**config.mk**
```make
export PLATFORM = sky130hd
export DESIGN_NAME = permutationPipeline
export DESIGN_NICKNAME = d
export VERILOG_FILES = /design/src/permutationPkg.sv /design/src/botGenerator.sv /design/src/laneResultFifo.sv /design/src/permutationPipeline.sv /design/src/permuteLane.sv /design/src/resultCombiner.sv /design/src/topReceiver.sv
export SDC_FILE = /design/constraint.sdc
export NUM_CORES = 2
export LEC_CHECK = 0
export BUFFER_PORTS_ARGS = -buffer_cell sky130_fd_sc_hd__buf_2
export CAP_MARGIN = 15
export CORE_UTILIZATION = 60
export DETAILED_ROUTE_END_ITERATION = 12
export PLACE_DENSITY = 0.76
export SLEW_MARGIN = 10
export SYNTH_ARGS = -nofsm -noshare
export SYNTH_HDL_FRONTEND = slang
export SYNTH_SLANG_ARGS = --single-unit
```
**constraint.sdc**
```tcl
create_clock -name clk -period 8.7 [get_ports clk]
set_input_delay 1.74 -clock clk [delete_from_list [all_inputs] [get_ports clk]]
set_output_delay 1.74 -clock clk [all_outputs]
set_load 0.05 [all_outputs]
```
**src/permutationPkg.sv**
```systemverilog
`default_nettype none

package permutationPkg;

    // Truth table of a 7-variable function, bit k is the value for input k
    typedef logic [127:0] botT;

    // One lane's set-bit count, 0 to 128
    typedef logic [7:0] laneSumT;

    // Coefficient summed over all lanes
    typedef logic [15:0] sumT;

    // Number of lanes with a nonzero count
    typedef logic [3:0] countT;

    typedef struct packed {
        laneSumT laneSum;
        logic    nonZero;
    } laneResultT;

    // Commands on the serial top channel
    typedef enum logic [1:0] {
        topIdle   = 2'd0,
        topClear  = 2'd1,
        topShift0 = 2'd2,
        topShift1 = 2'd3
    } topCmdT;

    // Exchange variables varA and varB of a truth table
    function automatic botT varSwap(input botT b, input logic [2:0] varA,
                                    input logic [2:0] varB);
        botT swapped;
        logic [6:0] origIdx;
        logic [6:0] srcIdx;
        for (int k = 0; k < 128; k++) begin
            origIdx = 7'(k);
            srcIdx = origIdx;
            srcIdx[varA] = origIdx[varB];
            srcIdx[varB] = origIdx[varA];
            swapped[k] = b[srcIdx];
        end
        return swapped;
    endfunction

endpackage

`default_nettype wire

```
**src/botGenerator.sv**
```systemverilog
`default_nettype none

module botGenerator #(
    parameter int NUMBER_OF_LANES = 4
) (
    input  logic                       clk,
    input  logic                       rstN,
    input  permutationPkg::botT        bot,
    input  logic                       writeBot,
    output logic                       readyForInputBot,
    input  logic [NUMBER_OF_LANES-1:0] laneAlmostFull,
    output permutationPkg::botT        laneBot,
    output logic                       laneBotValid
);

    localparam int QUEUE_DEPTH = 4;
    // Keeps one entry spare for the write already in flight
    localparam logic [2:0] READY_LIMIT = 3'd3;

    permutationPkg::botT queueMem [QUEUE_DEPTH];
    logic [1:0] wrPtr;
    logic [1:0] rdPtr;
    logic [2:0] queueCount;
    logic       laneStall;
    logic       push;
    logic       pop;

    assign push = writeBot && readyForInputBot;
    assign pop  = laneBotValid;

    assign readyForInputBot = queueCount < READY_LIMIT;
    assign laneBotValid     = (queueCount != 3'd0) && !laneStall;
    assign laneBot          = queueMem[rdPtr];

    always_ff @(posedge clk) begin
        if (push) begin
            queueMem[wrPtr] <= bot;
        end
    end

    always_ff @(posedge clk or negedge rstN) begin
        if (!rstN) begin
            wrPtr      <= '0;
            rdPtr      <= '0;
            queueCount <= '0;
            laneStall  <= 1'b0;
        end else begin
            // Any lane nearing full holds the broadcast, one cycle late
            laneStall <= |laneAlmostFull;
            if (push) begin
                wrPtr <= wrPtr + 2'd1;
            end
            if (pop) begin
                rdPtr <= rdPtr + 2'd1;
            end
            case ({push, pop})
                2'b10:   queueCount <= queueCount + 3'd1;
                2'b01:   queueCount <= queueCount - 3'd1;
                default: queueCount <= queueCount;
            endcase
        end
    end

endmodule

`default_nettype wire

```
**src/laneResultFifo.sv**
```systemverilog
`default_nettype none

module laneResultFifo #(
    parameter int RESULT_FIFO_DEPTH = 8
) (
    input  logic                       clk,
    input  logic                       rstN,
    input  logic                       write,
    input  permutationPkg::laneResultT dataIn,
    input  logic                       read,
    output permutationPkg::laneResultT dataOut,
    output logic                       notEmpty,
    output logic                       full
);

    localparam int PTR_W = (RESULT_FIFO_DEPTH > 1) ? $clog2(RESULT_FIFO_DEPTH) : 1;
    localparam int CNT_W = $clog2(RESULT_FIFO_DEPTH + 1);

    permutationPkg::laneResultT fifoMem [RESULT_FIFO_DEPTH];
    logic [PTR_W-1:0] wrPtr;
    logic [PTR_W-1:0] rdPtr;
    logic [CNT_W-1:0] fill;
    logic             doWrite;
    logic             doRead;

    assign notEmpty = (fill != '0);
    assign full     = (fill == CNT_W'(RESULT_FIFO_DEPTH));
    assign doWrite  = write && !full;
    assign doRead   = read && notEmpty;
    assign dataOut  = fifoMem[rdPtr];

    always_ff @(posedge clk) begin
        if (doWrite) begin
            fifoMem[wrPtr] <= dataIn;
        end
    end

    always_ff @(posedge clk or negedge rstN) begin
        if (!rstN) begin
            wrPtr <= '0;
            rdPtr <= '0;
            fill  <= '0;
        end else begin
            if (doWrite) begin
                wrPtr <= (wrPtr == PTR_W'(RESULT_FIFO_DEPTH - 1)) ? '0 : wrPtr + 1'b1;
            end
            if (doRead) begin
                rdPtr <= (rdPtr == PTR_W'(RESULT_FIFO_DEPTH - 1)) ? '0 : rdPtr + 1'b1;
            end
            case ({doWrite, doRead})
                2'b10:   fill <= fill + 1'b1;
                2'b01:   fill <= fill - 1'b1;
                default: fill <= fill;
            endcase
        end
    end

endmodule

`default_nettype wire

```
**src/permutationPipeline.sv**
```systemverilog
`default_nettype none

module permutationPipeline #(
    parameter int NUMBER_OF_LANES   = 4,
    parameter int LANE_QUEUE_DEPTH  = 4,
    parameter int RESULT_FIFO_DEPTH = 8
) (
    input  logic                   clk,
    input  logic                   rstN,
    input  permutationPkg::topCmdT topChannel,
    input  permutationPkg::botT    bot,
    input  logic                   writeBot,
    output logic                   readyForInputBot,
    input  logic                   slowDown,
    output logic                   resultValid,
    output permutationPkg::sumT    pcoeffSum,
    output permutationPkg::countT  pcoeffCount
);

    permutationPkg::botT        top;
    permutationPkg::botT        laneBot;
    logic                       laneBotValid;
    logic [NUMBER_OF_LANES-1:0] laneAlmostFull;
    logic [NUMBER_OF_LANES-1:0] resultWrite;
    logic [NUMBER_OF_LANES-1:0] fifoFull;
    logic [NUMBER_OF_LANES-1:0] fifoNotEmpty;
    permutationPkg::laneResultT laneResult [NUMBER_OF_LANES];
    permutationPkg::laneResultT fifoHeads [NUMBER_OF_LANES];
    logic                       readAll;

    topReceiver topReceiver0 (
        .clk        (clk),
        .rstN       (rstN),
        .topChannel (topChannel),
        .top        (top)
    );

    botGenerator #(
        .NUMBER_OF_LANES (NUMBER_OF_LANES)
    ) botGenerator0 (
        .clk              (clk),
        .rstN             (rstN),
        .bot              (bot),
        .writeBot         (writeBot),
        .readyForInputBot (readyForInputBot),
        .laneAlmostFull   (laneAlmostFull),
        .laneBot          (laneBot),
        .laneBotValid     (laneBotValid)
    );

    // Lane i swaps variable 0 with variable i
    for (genvar i = 0; i < NUMBER_OF_LANES; i++) begin : gLane
        permuteLane #(
            .LANE_INDEX       (i),
            .LANE_QUEUE_DEPTH (LANE_QUEUE_DEPTH)
        ) lane (
            .clk            (clk),
            .rstN           (rstN),
            .top            (top),
            .laneBot        (laneBot),
            .laneBotValid   (laneBotValid),
            .laneAlmostFull (laneAlmostFull[i]),
            .fifoFull       (fifoFull[i]),
            .resultWrite    (resultWrite[i]),
            .laneResult     (laneResult[i])
        );

        laneResultFifo #(
            .RESULT_FIFO_DEPTH (RESULT_FIFO_DEPTH)
        ) resultFifo (
            .clk      (clk),
            .rstN     (rstN),
            .write    (resultWrite[i]),
            .dataIn   (laneResult[i]),
            .read     (readAll),
            .dataOut  (fifoHeads[i]),
            .notEmpty (fifoNotEmpty[i]),
            .full     (fifoFull[i])
        );
    end

    resultCombiner #(
        .NUMBER_OF_LANES (NUMBER_OF_LANES)
    ) resultCombiner0 (
        .clk         (clk),
        .rstN        (rstN),
        .heads       (fifoHeads),
        .notEmpty    (fifoNotEmpty),
        .slowDown    (slowDown),
        .readAll     (readAll),
        .resultValid (resultValid),
        .pcoeffSum   (pcoeffSum),
        .pcoeffCount (pcoeffCount)
    );

endmodule

`default_nettype wire

```
**src/permuteLane.sv**
```systemverilog
`default_nettype none

module permuteLane #(
    parameter int LANE_INDEX       = 0,
    parameter int LANE_QUEUE_DEPTH = 4
) (
    input  logic                       clk,
    input  logic                       rstN,
    input  permutationPkg::botT        top,
    input  permutationPkg::botT        laneBot,
    input  logic                       laneBotValid,
    output logic                       laneAlmostFull,
    input  logic                       fifoFull,
    output logic                       resultWrite,
    output permutationPkg::laneResultT laneResult
);

    localparam int PTR_W = (LANE_QUEUE_DEPTH > 1) ? $clog2(LANE_QUEUE_DEPTH) : 1;
    localparam int CNT_W = $clog2(LANE_QUEUE_DEPTH + 1);

    typedef enum logic [1:0] {idle, load, count, write} laneStateT;

    permutationPkg::botT queueMem [LANE_QUEUE_DEPTH];
    logic [PTR_W-1:0] wrPtr;
    logic [PTR_W-1:0] rdPtr;
    logic [CNT_W-1:0] queueCount;
    logic             pop;

    laneStateT                state;
    permutationPkg::botT      maskedBot;
    permutationPkg::botT      workBot;
    logic [7:0]               loadMask;
    logic [7:0]               chunkMask;
    logic [7:0]               nextMask;
    logic [15:0]              selChunk;
    logic [4:0]               chunkOnes;
    permutationPkg::laneSumT  accSum;

    assign pop            = (state == load);
    assign laneAlmostFull = queueCount >= CNT_W'(LANE_QUEUE_DEPTH - 2);
    assign resultWrite    = (state == write) && !fifoFull;

    assign laneResult.laneSum = accSum;
    assign laneResult.nonZero = (accSum != '0);

    // Swap variable 0 with this lane's variable, then restrict to top
    assign maskedBot = permutationPkg::varSwap(queueMem[rdPtr], 3'd0, 3'(LANE_INDEX)) & top;

    // Drops the lowest remaining chunk
    assign nextMask = chunkMask & (chunkMask - 8'd1);

    always_comb begin
        for (int j = 0; j < 8; j++) begin
            loadMask[j] = |maskedBot[16*j +: 16];
        end
    end

    // Lowest pending chunk wins, so scan from the top down
    always_comb begin
        selChunk = '0;
        for (int j = 7; j >= 0; j--) begin
            if (chunkMask[j]) begin
                selChunk = workBot[16*j +: 16];
            end
        end
    end

    always_comb begin
        chunkOnes = '0;
        for (int b = 0; b < 16; b++) begin
            chunkOnes = chunkOnes + 5'(selChunk[b]);
        end
    end

    always_ff @(posedge clk) begin
        if (laneBotValid) begin
            queueMem[wrPtr] <= laneBot;
        end
        if (state == load) begin
            workBot <= maskedBot;
        end
    end

    always_ff @(posedge clk or negedge rstN) begin
        if (!rstN) begin
            wrPtr      <= '0;
            rdPtr      <= '0;
            queueCount <= '0;
        end else begin
            if (laneBotValid) begin
                wrPtr <= (wrPtr == PTR_W'(LANE_QUEUE_DEPTH - 1)) ? '0 : wrPtr + 1'b1;
            end
            if (pop) begin
                rdPtr <= (rdPtr == PTR_W'(LANE_QUEUE_DEPTH - 1)) ? '0 : rdPtr + 1'b1;
            end
            case ({laneBotValid, pop})
                2'b10:   queueCount <= queueCount + 1'b1;
                2'b01:   queueCount <= queueCount - 1'b1;
                default: queueCount <= queueCount;
            endcase
        end
    end

    always_ff @(posedge clk or negedge rstN) begin
        if (!rstN) begin
            state     <= idle;
            chunkMask <= '0;
            accSum    <= '0;
        end else begin
            case (state)
                idle: begin
                    if (queueCount != '0) begin
                        state <= load;
                    end
                end
                load: begin
                    chunkMask <= loadMask;
                    accSum    <= '0;
                    // An empty product skips counting
                    state     <= (loadMask == 8'd0) ? write : count;
                end
                count: begin
                    accSum    <= accSum + permutationPkg::laneSumT'(chunkOnes);
                    chunkMask <= nextMask;
                    if (nextMask == 8'd0) begin
                        state <= write;
                    end
                end
                write: begin
                    // Hold the result until the FIFO has room
                    if (!fifoFull) begin
                        state <= (queueCount != '0) ? load : idle;
                    end
                end
                default: begin
                    state <= idle;
                end
            endcase
        end
    end

endmodule

`default_nettype wire

```
**src/resultCombiner.sv**
```systemverilog
`default_nettype none

module resultCombiner #(
    parameter int NUMBER_OF_LANES = 4
) (
    input  logic                       clk,
    input  logic                       rstN,
    input  permutationPkg::laneResultT heads [NUMBER_OF_LANES],
    input  logic [NUMBER_OF_LANES-1:0] notEmpty,
    input  logic                       slowDown,
    output logic                       readAll,
    output logic                       resultValid,
    output permutationPkg::sumT        pcoeffSum,
    output permutationPkg::countT      pcoeffCount
);

    // Lanes below HALF go to the low partial sum, the rest to the high one
    localparam int HALF = (NUMBER_OF_LANES + 1) / 2;

    logic                       slowDownReg;
    logic [2:0]                 validPipe;
    permutationPkg::laneResultT headReg [NUMBER_OF_LANES];
    permutationPkg::sumT        loSumNext;
    permutationPkg::sumT        hiSumNext;
    permutationPkg::countT      loCntNext;
    permutationPkg::countT      hiCntNext;
    permutationPkg::sumT        loSum;
    permutationPkg::sumT        hiSum;
    permutationPkg::countT      loCnt;
    permutationPkg::countT      hiCnt;

    // All lanes read together so results stay aligned
    assign readAll     = (&notEmpty) && !slowDownReg;
    assign resultValid = validPipe[2];

    always_ff @(posedge clk) begin
        if (readAll) begin
            headReg <= heads;
        end
    end

    always_comb begin
        loSumNext = '0;
        hiSumNext = '0;
        loCntNext = '0;
        hiCntNext = '0;
        for (int i = 0; i < NUMBER_OF_LANES; i++) begin
            if (i < HALF) begin
                loSumNext = loSumNext + permutationPkg::sumT'(headReg[i].laneSum);
                loCntNext = loCntNext + permutationPkg::countT'(headReg[i].nonZero);
            end else begin
                hiSumNext = hiSumNext + permutationPkg::sumT'(headReg[i].laneSum);
                hiCntNext = hiCntNext + permutationPkg::countT'(headReg[i].nonZero);
            end
        end
    end

    // First adder stage
    always_ff @(posedge clk) begin
        loSum <= loSumNext;
        hiSum <= hiSumNext;
        loCnt <= loCntNext;
        hiCnt <= hiCntNext;
    end

    always_ff @(posedge clk or negedge rstN) begin
        if (!rstN) begin
            slowDownReg <= 1'b0;
            validPipe   <= '0;
            pcoeffSum   <= '0;
            pcoeffCount <= '0;
        end else begin
            slowDownReg <= slowDown;
            validPipe   <= {validPipe[1:0], readAll};
            // Second adder stage joins the two halves
            pcoeffSum   <= loSum + hiSum;
            pcoeffCount <= loCnt + hiCnt;
        end
    end

endmodule

`default_nettype wire

```
**src/topReceiver.sv**
```systemverilog
`default_nettype none

module topReceiver (
    input  logic                   clk,
    input  logic                   rstN,
    input  permutationPkg::topCmdT topChannel,
    output permutationPkg::botT    top
);

    // Earlier bits move toward bit 127 as new ones enter at bit 0
    always_ff @(posedge clk or negedge rstN) begin
        if (!rstN) begin
            top <= '0;
        end else begin
            case (topChannel)
                permutationPkg::topClear: begin
                    top <= '0;
                end
                permutationPkg::topShift0: begin
                    top <= {top[126:0], 1'b0};
                end
                permutationPkg::topShift1: begin
                    top <= {top[126:0], 1'b1};
                end
                default: begin
                    top <= top;
                end
            endcase
        end
    end

endmodule

`default_nettype wire

```
# Yosys cells after proc, flatten, opt, wreduce, memory -nomap -nowiden

Memories as Yosys holds them, arrays and structs flattened. A register that Yosys moved wholly into a read port is not among the register bits.
Cells that the tools add are included.

Bits of input ports: 134
Logic and storage cells: 450
Register bits: 852
RAM bits: 2848
Memories kept: 9
Output and inout bits: 22

Memories:

| name                        | words | width | rd ports | clocked after memory_dff | write ports | line                 | text |
|---|---|---|---|---|---|---|---|
| botGenerator0.queueMem      | 4     | 128   | 1        | 0                        | 1           | botGenerator.sv:20   | `permutationPkg::botT queueMem [QUEUE_DEPTH];` |
| gLane[0].lane.queueMem      | 4     | 128   | 1        | 0                        | 1           | permuteLane.sv:23    | `permutationPkg::botT queueMem [LANE_QUEUE_DEPTH];` |
| gLane[1].lane.queueMem      | 4     | 128   | 1        | 0                        | 1           | permuteLane.sv:23    |  |
| gLane[2].lane.queueMem      | 4     | 128   | 1        | 0                        | 1           | permuteLane.sv:23    |  |
| gLane[3].lane.queueMem      | 4     | 128   | 1        | 0                        | 1           | permuteLane.sv:23    |  |
| gLane[0].resultFifo.fifoMem | 8     | 9     | 1        | 1                        | 1           | laneResultFifo.sv:19 | `permutationPkg::laneResultT fifoMem [RESULT_FIFO_DEPTH];` |
| +3 memories                 | -     | -     | -        | -                        | -           | -                    |  |

$lt $le $gt $ge: 5
$add $sub $neg: 110
Reduce and logical (&&, ||, !) cells: 98
Mux-type cells: 102
Bitwise operators: 8
Equality and inequality tests: 65

Operator list:

| operator                                                              | count |
|---|---|
| 128-bit AND                                                           | 4 |
| 16-bit two-way mux                                                    | 32 |
| 16-bit OR reduction                                                   | 32 |
| 128-bit one-hot mux with 3 select lines                               | 1 |
| 5-bit by 1-bit adder with 5-bit output                                | 56 |
| 8-bit one-hot mux with 2 select lines                                 | 8 |
| 8-bit logical NOT                                                     | 8 |
| 2-bit equality test, second input constant                            | 27 |
| 2-bit two-way mux                                                     | 20 |
| 3-bit by 1-bit adder with 3-bit output, second input constant         | 13 |
| 8-bit by 5-bit adder with 8-bit output                                | 4 |
| 8-bit AND                                                             | 4 |
| 2-bit one-hot mux with 4 select lines                                 | 4 |
| 4-bit one-hot mux with 2 select lines                                 | 4 |
| 8-bit nonzero test                                                    | 4 |
| 8-bit by 1-bit subtractor with 8-bit output, second input constant    | 4 |
| 3-bit one-hot mux with 2 select lines                                 | 5 |
| 2-bit by 1-bit equality test with 1-bit output, second input constant | 14 |
| 2-bit nonzero test                                                    | 13 |
| 3-bit equality test, second input constant                            | 8 |
| 3-bit two-way mux                                                     | 8 |
| 2-bit by 1-bit adder with 2-bit output, second input constant         | 10 |
| 1-bit two-way mux                                                     | 20 |
| 8-bit by 8-bit adder with 9-bit output                                | 2 |
| 19 further kinds                                                      | 83 |

# Logic depth before layout (Yosys ltp)

Depth after elaboration: 25
Mapped depth: 26
Mapped depth without buffers: 25

# By module

From an unflattened synthesis, not the netlist that was laid out.

Cell total of the unflattened synthesis: 7320
Area, all modules: 145564.6 µm²

By module, submodules not included:

| module                                   | times used | area an instance (µm²) | cells each | seq. area each (µm²) |
|---|---|---|---|---|
| permuteLane (gLane[1].lane ...)          | 2          | 26295.2                | 1352       | 19844.0 |
| permuteLane (gLane[0].lane)              | 1          | 26444.1                | 1390       | 19844.0 |
| permuteLane (gLane[3].lane)              | 1          | 26326.5                | 1351       | 19844.0 |
| botGenerator                             | 1          | 18918.1                | 706        | 15574.9 |
| laneResultFifo (gLane[0].resultFifo ...) | 2          | 3409.5                 | 167        | 2412.3 |
| topReceiver                              | 1          | 4558.1                 | 286        | 3203.1 |
| laneResultFifo (gLane[3].resultFifo)     | 1          | 3483.3                 | 171        | 2412.3 |
| laneResultFifo (gLane[1].resultFifo)     | 1          | 3417.0                 | 173        | 2412.3 |
| resultCombiner                           | 1          | 3007.9                 | 205        | 1946.9 |

# Worst setup path after synthesis

Ideal clock, no wire load.

Kind: reg-to-reg
Start point: reg gLane[0].lane.chunkMask[5]
End point: reg gLane[0].lane.accSum[5]
Path slack: 2362 ps
Data required time: 8579 ps
Clock period less this slack: 6338 ps
Library setup time: 121 ps
Cell stages (with the launch flop): 26
Buffers on the path: 1
Data arrival time: 6217 ps
Cells stage by stage: dfrtp_1 -> or2_2 -> clkbuf_1 -> a221oi_1 -> nor3_1 -> a21oi_1 -> o21ai_0 -> mux2i_1 -> o21ai_0 -> ha_1 -> fa_1 -> fa_1 -> fa_1 -> inv_1 -> fa_1 -> fa_1 -> fa_1 -> inv_1 -> ha_1 -> a21o_1 -> a21o_1 -> a21o_1 -> a21oi_1 -> nor2_1 -> mux2_2 -> a22o_1

Cells in the longest elaborated chain, start to end: 23

RTL lines:

| item                                                 | line               | text |
|---|---|---|
| start: declaration                                   | permuteLane.sv:33  | `logic [7:0] chunkMask;` |
| start signal: assignment                             | permuteLane.sv:117 | `chunkMask <= loadMask;` |
| start signal: assignment                             | permuteLane.sv:124 | `chunkMask <= nextMask;` |
| 16-bit two-way mux (*) (6 in a row)                  | permuteLane.sv:62  | `if (chunkMask[j]) begin` |
| 1-bit by 1-bit adder with 2-bit output               | permuteLane.sv:71  | `chunkOnes = chunkOnes + 5'(selChunk[b]);` |
| 5-bit by 1-bit adder with 5-bit output (13 in a row) | permuteLane.sv:71  |  |
| 5-bit by 1-bit adder with 5-bit output (*)           | permuteLane.sv:71  |  |
| 8-bit by 5-bit adder with 8-bit output (*)           | permuteLane.sv:123 | `accSum <= accSum + permutationPkg::laneSumT'(chunkOnes);` |
| 8-bit one-hot mux with 2 select lines (*)            | permuteLane.sv:110 | `case (state)` |
| end signal: assignment                               | permuteLane.sv:123 |  |
| end: declaration                                     | permuteLane.sv:37  | `permutationPkg::laneSumT accSum;` |

Every way passes the cells marked *; elsewhere a longest branch is shown, timed or not.
A chain may end at the register's enable or synchronous reset.

# Worst setup path after layout

Start point: reg gLane[0].lane.chunkMask[4]
End point: reg gLane[0].lane.accSum[5]

Cells in the longest elaborated chain, start to end: 22

RTL lines:

| item                                                 | line |
|---|---|
| 16-bit two-way mux (*) (5 in a row)                  | permuteLane.sv:62 |
| 1-bit by 1-bit adder with 2-bit output               | permuteLane.sv:71 |
| 5-bit by 1-bit adder with 5-bit output (13 in a row) | permuteLane.sv:71 |
| 5-bit by 1-bit adder with 5-bit output (*)           | permuteLane.sv:71 |
| 8-bit by 5-bit adder with 8-bit output (*)           | permuteLane.sv:123 |
| 8-bit one-hot mux with 2 select lines (*)            | permuteLane.sv:110 |

Marks and branches as above.

==> run metrics <==
status complete, no violations; asr flop ratio synth 0.0790; antenna-violating nets left 0; P&R area growth vs syn 11.8%; post_cts resized 0; first-iteration detailed-routing DRC count 10.8k; TritonRoute pass-1 iters 6; DR WL/cell 37.4 um; R2R Path Start gLane[0].lane.chunkMask[4]$_DFFE_PN0P_; reg2reg path depth 24; CP startpoint kind flop; die height 494 um; Worst slew margin 0.262; hold_sp resultCombiner0.validPipe[0]$_DFF_PN0_; Final min period 7.42 ns; clk_lat worst skew 1.00 ns; prevailing post-synth register cell edfxtp_1; Yosys reg bits 3711; Post-DP HPWL 276000 um; Setup TNS 0 ns; Setup-failing EPs final 0; PD cells 338 nW/um2; total routed wirelength 424000 um; commonest non-fill, non-tap cell in the layout edfxtp_1; Overflow after GRT 0; Hold EP resultCombiner0.validPipe[1]$_DFF_PN0_; EDFF count, synth 3396; reg-to-reg endpoint gLane[0].lane.accSum[5]$_DFFE_PN0P_; first-pass GRT wire length 590000 um; RSZ-0062 raised after global routing false; global placer's final weighted congestion 1.04; Port Buffers 148; Crit Path Class flop to flop; # DRC 0; Vias/cell 6.75; routed via count 76.5k; post-layout util 0.675; worst endpoint required time 9.54 ns; # Max-Cap Violations 0; share of cells above drive strength 1 0.203; post-synthesis sequential area ratio 0.756; synthesized instance count 7504; commonest non-fill, non-tap cells in the layout 3396 x edfxtp_1, 710 x mux4_2, 474 x and2_1, 398 x nand2_1, 381 x clkbuf_16; chip width 494 um; flop-to-flop setup slack 1.28 ns; Crit path arrival time 8.26 ns; Starting Density 0.603; fin. max-slew vios 0; hold depth 0; # hold bufs at CTS 0; Layout Nets 8184; Final Hold Viols 0; Fmax achieved 135 MHz; H-tree depth 5; initial antenna violation count 35; Setup WS pre-CTS 1.37 ns; Avg Synthesized Cell Area 19.3 um2; I/O pin total 156; synthesized area 145000 um2; Post-CTS Setup Bufs 0; largest net degree at the start of global routing 106; CTS Buf Count 377; Setup crit end kind flop; total leakage power 55.2 nW; VDD IR max 0.000354 V; CTS tree built; Clock Sinks 3711; yosys warns 0; clk root buf clkbuf_16; total track usage 0.352; Worst-path clk slew 0.07 ns; die footprint 244000 um2; via count of the first global-routing pass 75.5k; Worst Slack Setup Final 1.28 ns; core area 241000 um2; CTS Buffer Depth 4; worst slew pin tran 1.10 ns; clock skew 0.0821 ns; Synth cell types 71; worst-path fanout max 16; Final Cycle Share 0.853; row cnt 180; Hold Crit Class flop to flop
state kept, by name, indices dropped and copies added, names as in the netlist, 8 cells and up:
signal                     cells
resultCombiner0.headReg       36
gLane.lane.chunkMask          32
gLane.lane.rdPtr               8
gLane.resultFifo.rdPtr        12
resultCombiner0.pcoeffSum     10
gLane.resultFifo.fill         16
gLane.resultFifo.wrPtr        12
gLane.lane.wrPtr               8
gLane.lane.queueMem         2048
topReceiver0.top             128
resultCombiner0.hiSum          9
botGenerator0.queueMem       512
gLane.resultFifo.fifoMem     288
gLane.lane.workBot           512
gLane.lane.state               8
resultCombiner0.loSum          9
gLane.lane.accSum             32
gLane.lane.queueCount         12
final cells by class:
class	count	area, um2
flip-flops and latches	3711	110000
fillers	14700	78200
multi-input cells	3298	33600
clock buffers	476	10100
well taps	3185	3990
clock inverters	200	2160
repair buffers	266	1910
inverters	194	728
diodes	14	35.0
power by group:
group	switching (mW)	total [mW]	leakage [nW]	internal [mW]
logic	8.46	13.5	13.8	5.03
registers	1.82	25.1	35.4	23.3
clock network	6.82	16.3	6.02	9.48
layer usage:
metal  part of all wire  wire (um)  vias up  track usage
li1                   -          -    30500            -
met1               0.38     163000    40300        0.498
met2               0.49     208000     4932        0.572
met3              0.090      38300      784       0.0567
met4              0.035      15100       14        0.109
met5            0.00019         81        -            0
cell families (layout without fill, tap and decap cells):
kind of cell	after synthesis	count (layout)	synth area share
adder cells (fa/ha/maj)	208	208	0.0208
flip-flops	3711	3711	0.756
multiplexers	845	845	0.120
AO/OA/AOI/OAI	706	706	0.0300
XOR/XNOR	67	67	0.00404
buffers and inverters	501	1136	0.0141
AND/OR/NAND/NOR	1465	1465	0.0546
other	1	21	0.0000258
through the flow:
step	instance area [um2]	cells	hold WS, ns	power [mW]
6_report	162000	11300	0.355	54.9
5_1_grt	162000	11300	0.364	56.5
4_1_cts	162000	11300	0.360	54.9
3_5_place_dp	150000	10700	0.337	38.7
3_3_place_gp	150000	10700	0.335	38.2
2_1_floorplan	145000	7510	0.331	33.3
worst max-delay path: stages (launching register included):
cell and delay, ns:
dfrtp_1 0.65, nand2b_1 0.48, o22ai_1 0.18, nor3_1 0.31
a21oi_1 0.07, o21ai_0 0.31, mux2i_1 0.12, o21ai_0 0.20
ha_1 0.27, fa_1 0.50, fa_1 0.45, fa_1 0.51
inv_1 0.06, fa_1 0.45, fa_1 0.43, fa_1 0.60
inv_1 0.06, ha_1 0.28, a21o_1 0.19, a21o_1 0.20
a21o_1 0.19, a21oi_1 0.26, nor2_1 0.06, mux2_2 0.28
a22o_1 0.19
worst max path at each step:
| stage | from | endpoint | cells past startpoint |
|---|---|---|---|
| 2_1_floorplan | gLane[0].lane.chunkMask[5]$_DFFE_PN0P_ | gLane[0].lane.accSum[5]$_DFFE_PN0P_ | 25 |
| 3_3_place_gp | gLane[0].lane.chunkMask[6]$_DFFE_PN0P_ | gLane[0].lane.accSum[5]$_DFFE_PN0P_ | 25 |
| 3_5_place_dp | gLane[0].lane.chunkMask[4]$_DFFE_PN0P_ | gLane[0].lane.accSum[5]$_DFFE_PN0P_ | 24 |
| 4_1_cts | gLane[0].lane.chunkMask[4]$_DFFE_PN0P_ | gLane[0].lane.accSum[5]$_DFFE_PN0P_ | 24 |
| 5_1_grt | gLane[0].lane.chunkMask[4]$_DFFE_PN0P_ | gLane[0].lane.accSum[5]$_DFFE_PN0P_ | 24 |
| 6_report | gLane[0].lane.chunkMask[4]$_DFFE_PN0P_ | gLane[0].lane.accSum[5]$_DFFE_PN0P_ | 24 |
synthesized netlist by cell type, drive strengths merged, types with 6 or more instances:
cell	count	area [um2]
or3	10	62.6
maj3	6	60.1
ha	145	1810
o31ai	6	45.0
a22oi	16	120
or4	32	240
xnor2	43	377
fa	57	1140
nand3b	8	60.1
nor2	80	300
o32ai	6	52.6
a221oi	62	549
mux2i	72	721
edfxtp	3396	102000
and4	12	105
nand3	19	95.1
dfxtp	22	440
or2	12	75.1
dfrtp	293	7330
a21boi	7	52.6
nor4	90	563
a22o	23	201
inv	191	717
xor2	24	210
a21o	35	263
mux4	712	16000
a211oi	11	82.6
nand2b	150	938
nand2	398	1490
buf	121	618
mux2	61	687
o21ai	319	1600
o311ai	17	149
a21oi	99	495
clkbuf	186	698
nor2b	42	263
nand4	6	37.5
o22ai	66	413
and2	495	3100
o21a	6	45.0
nor3	97	485
Note: power is estimated with default switching activity, not from simulation.
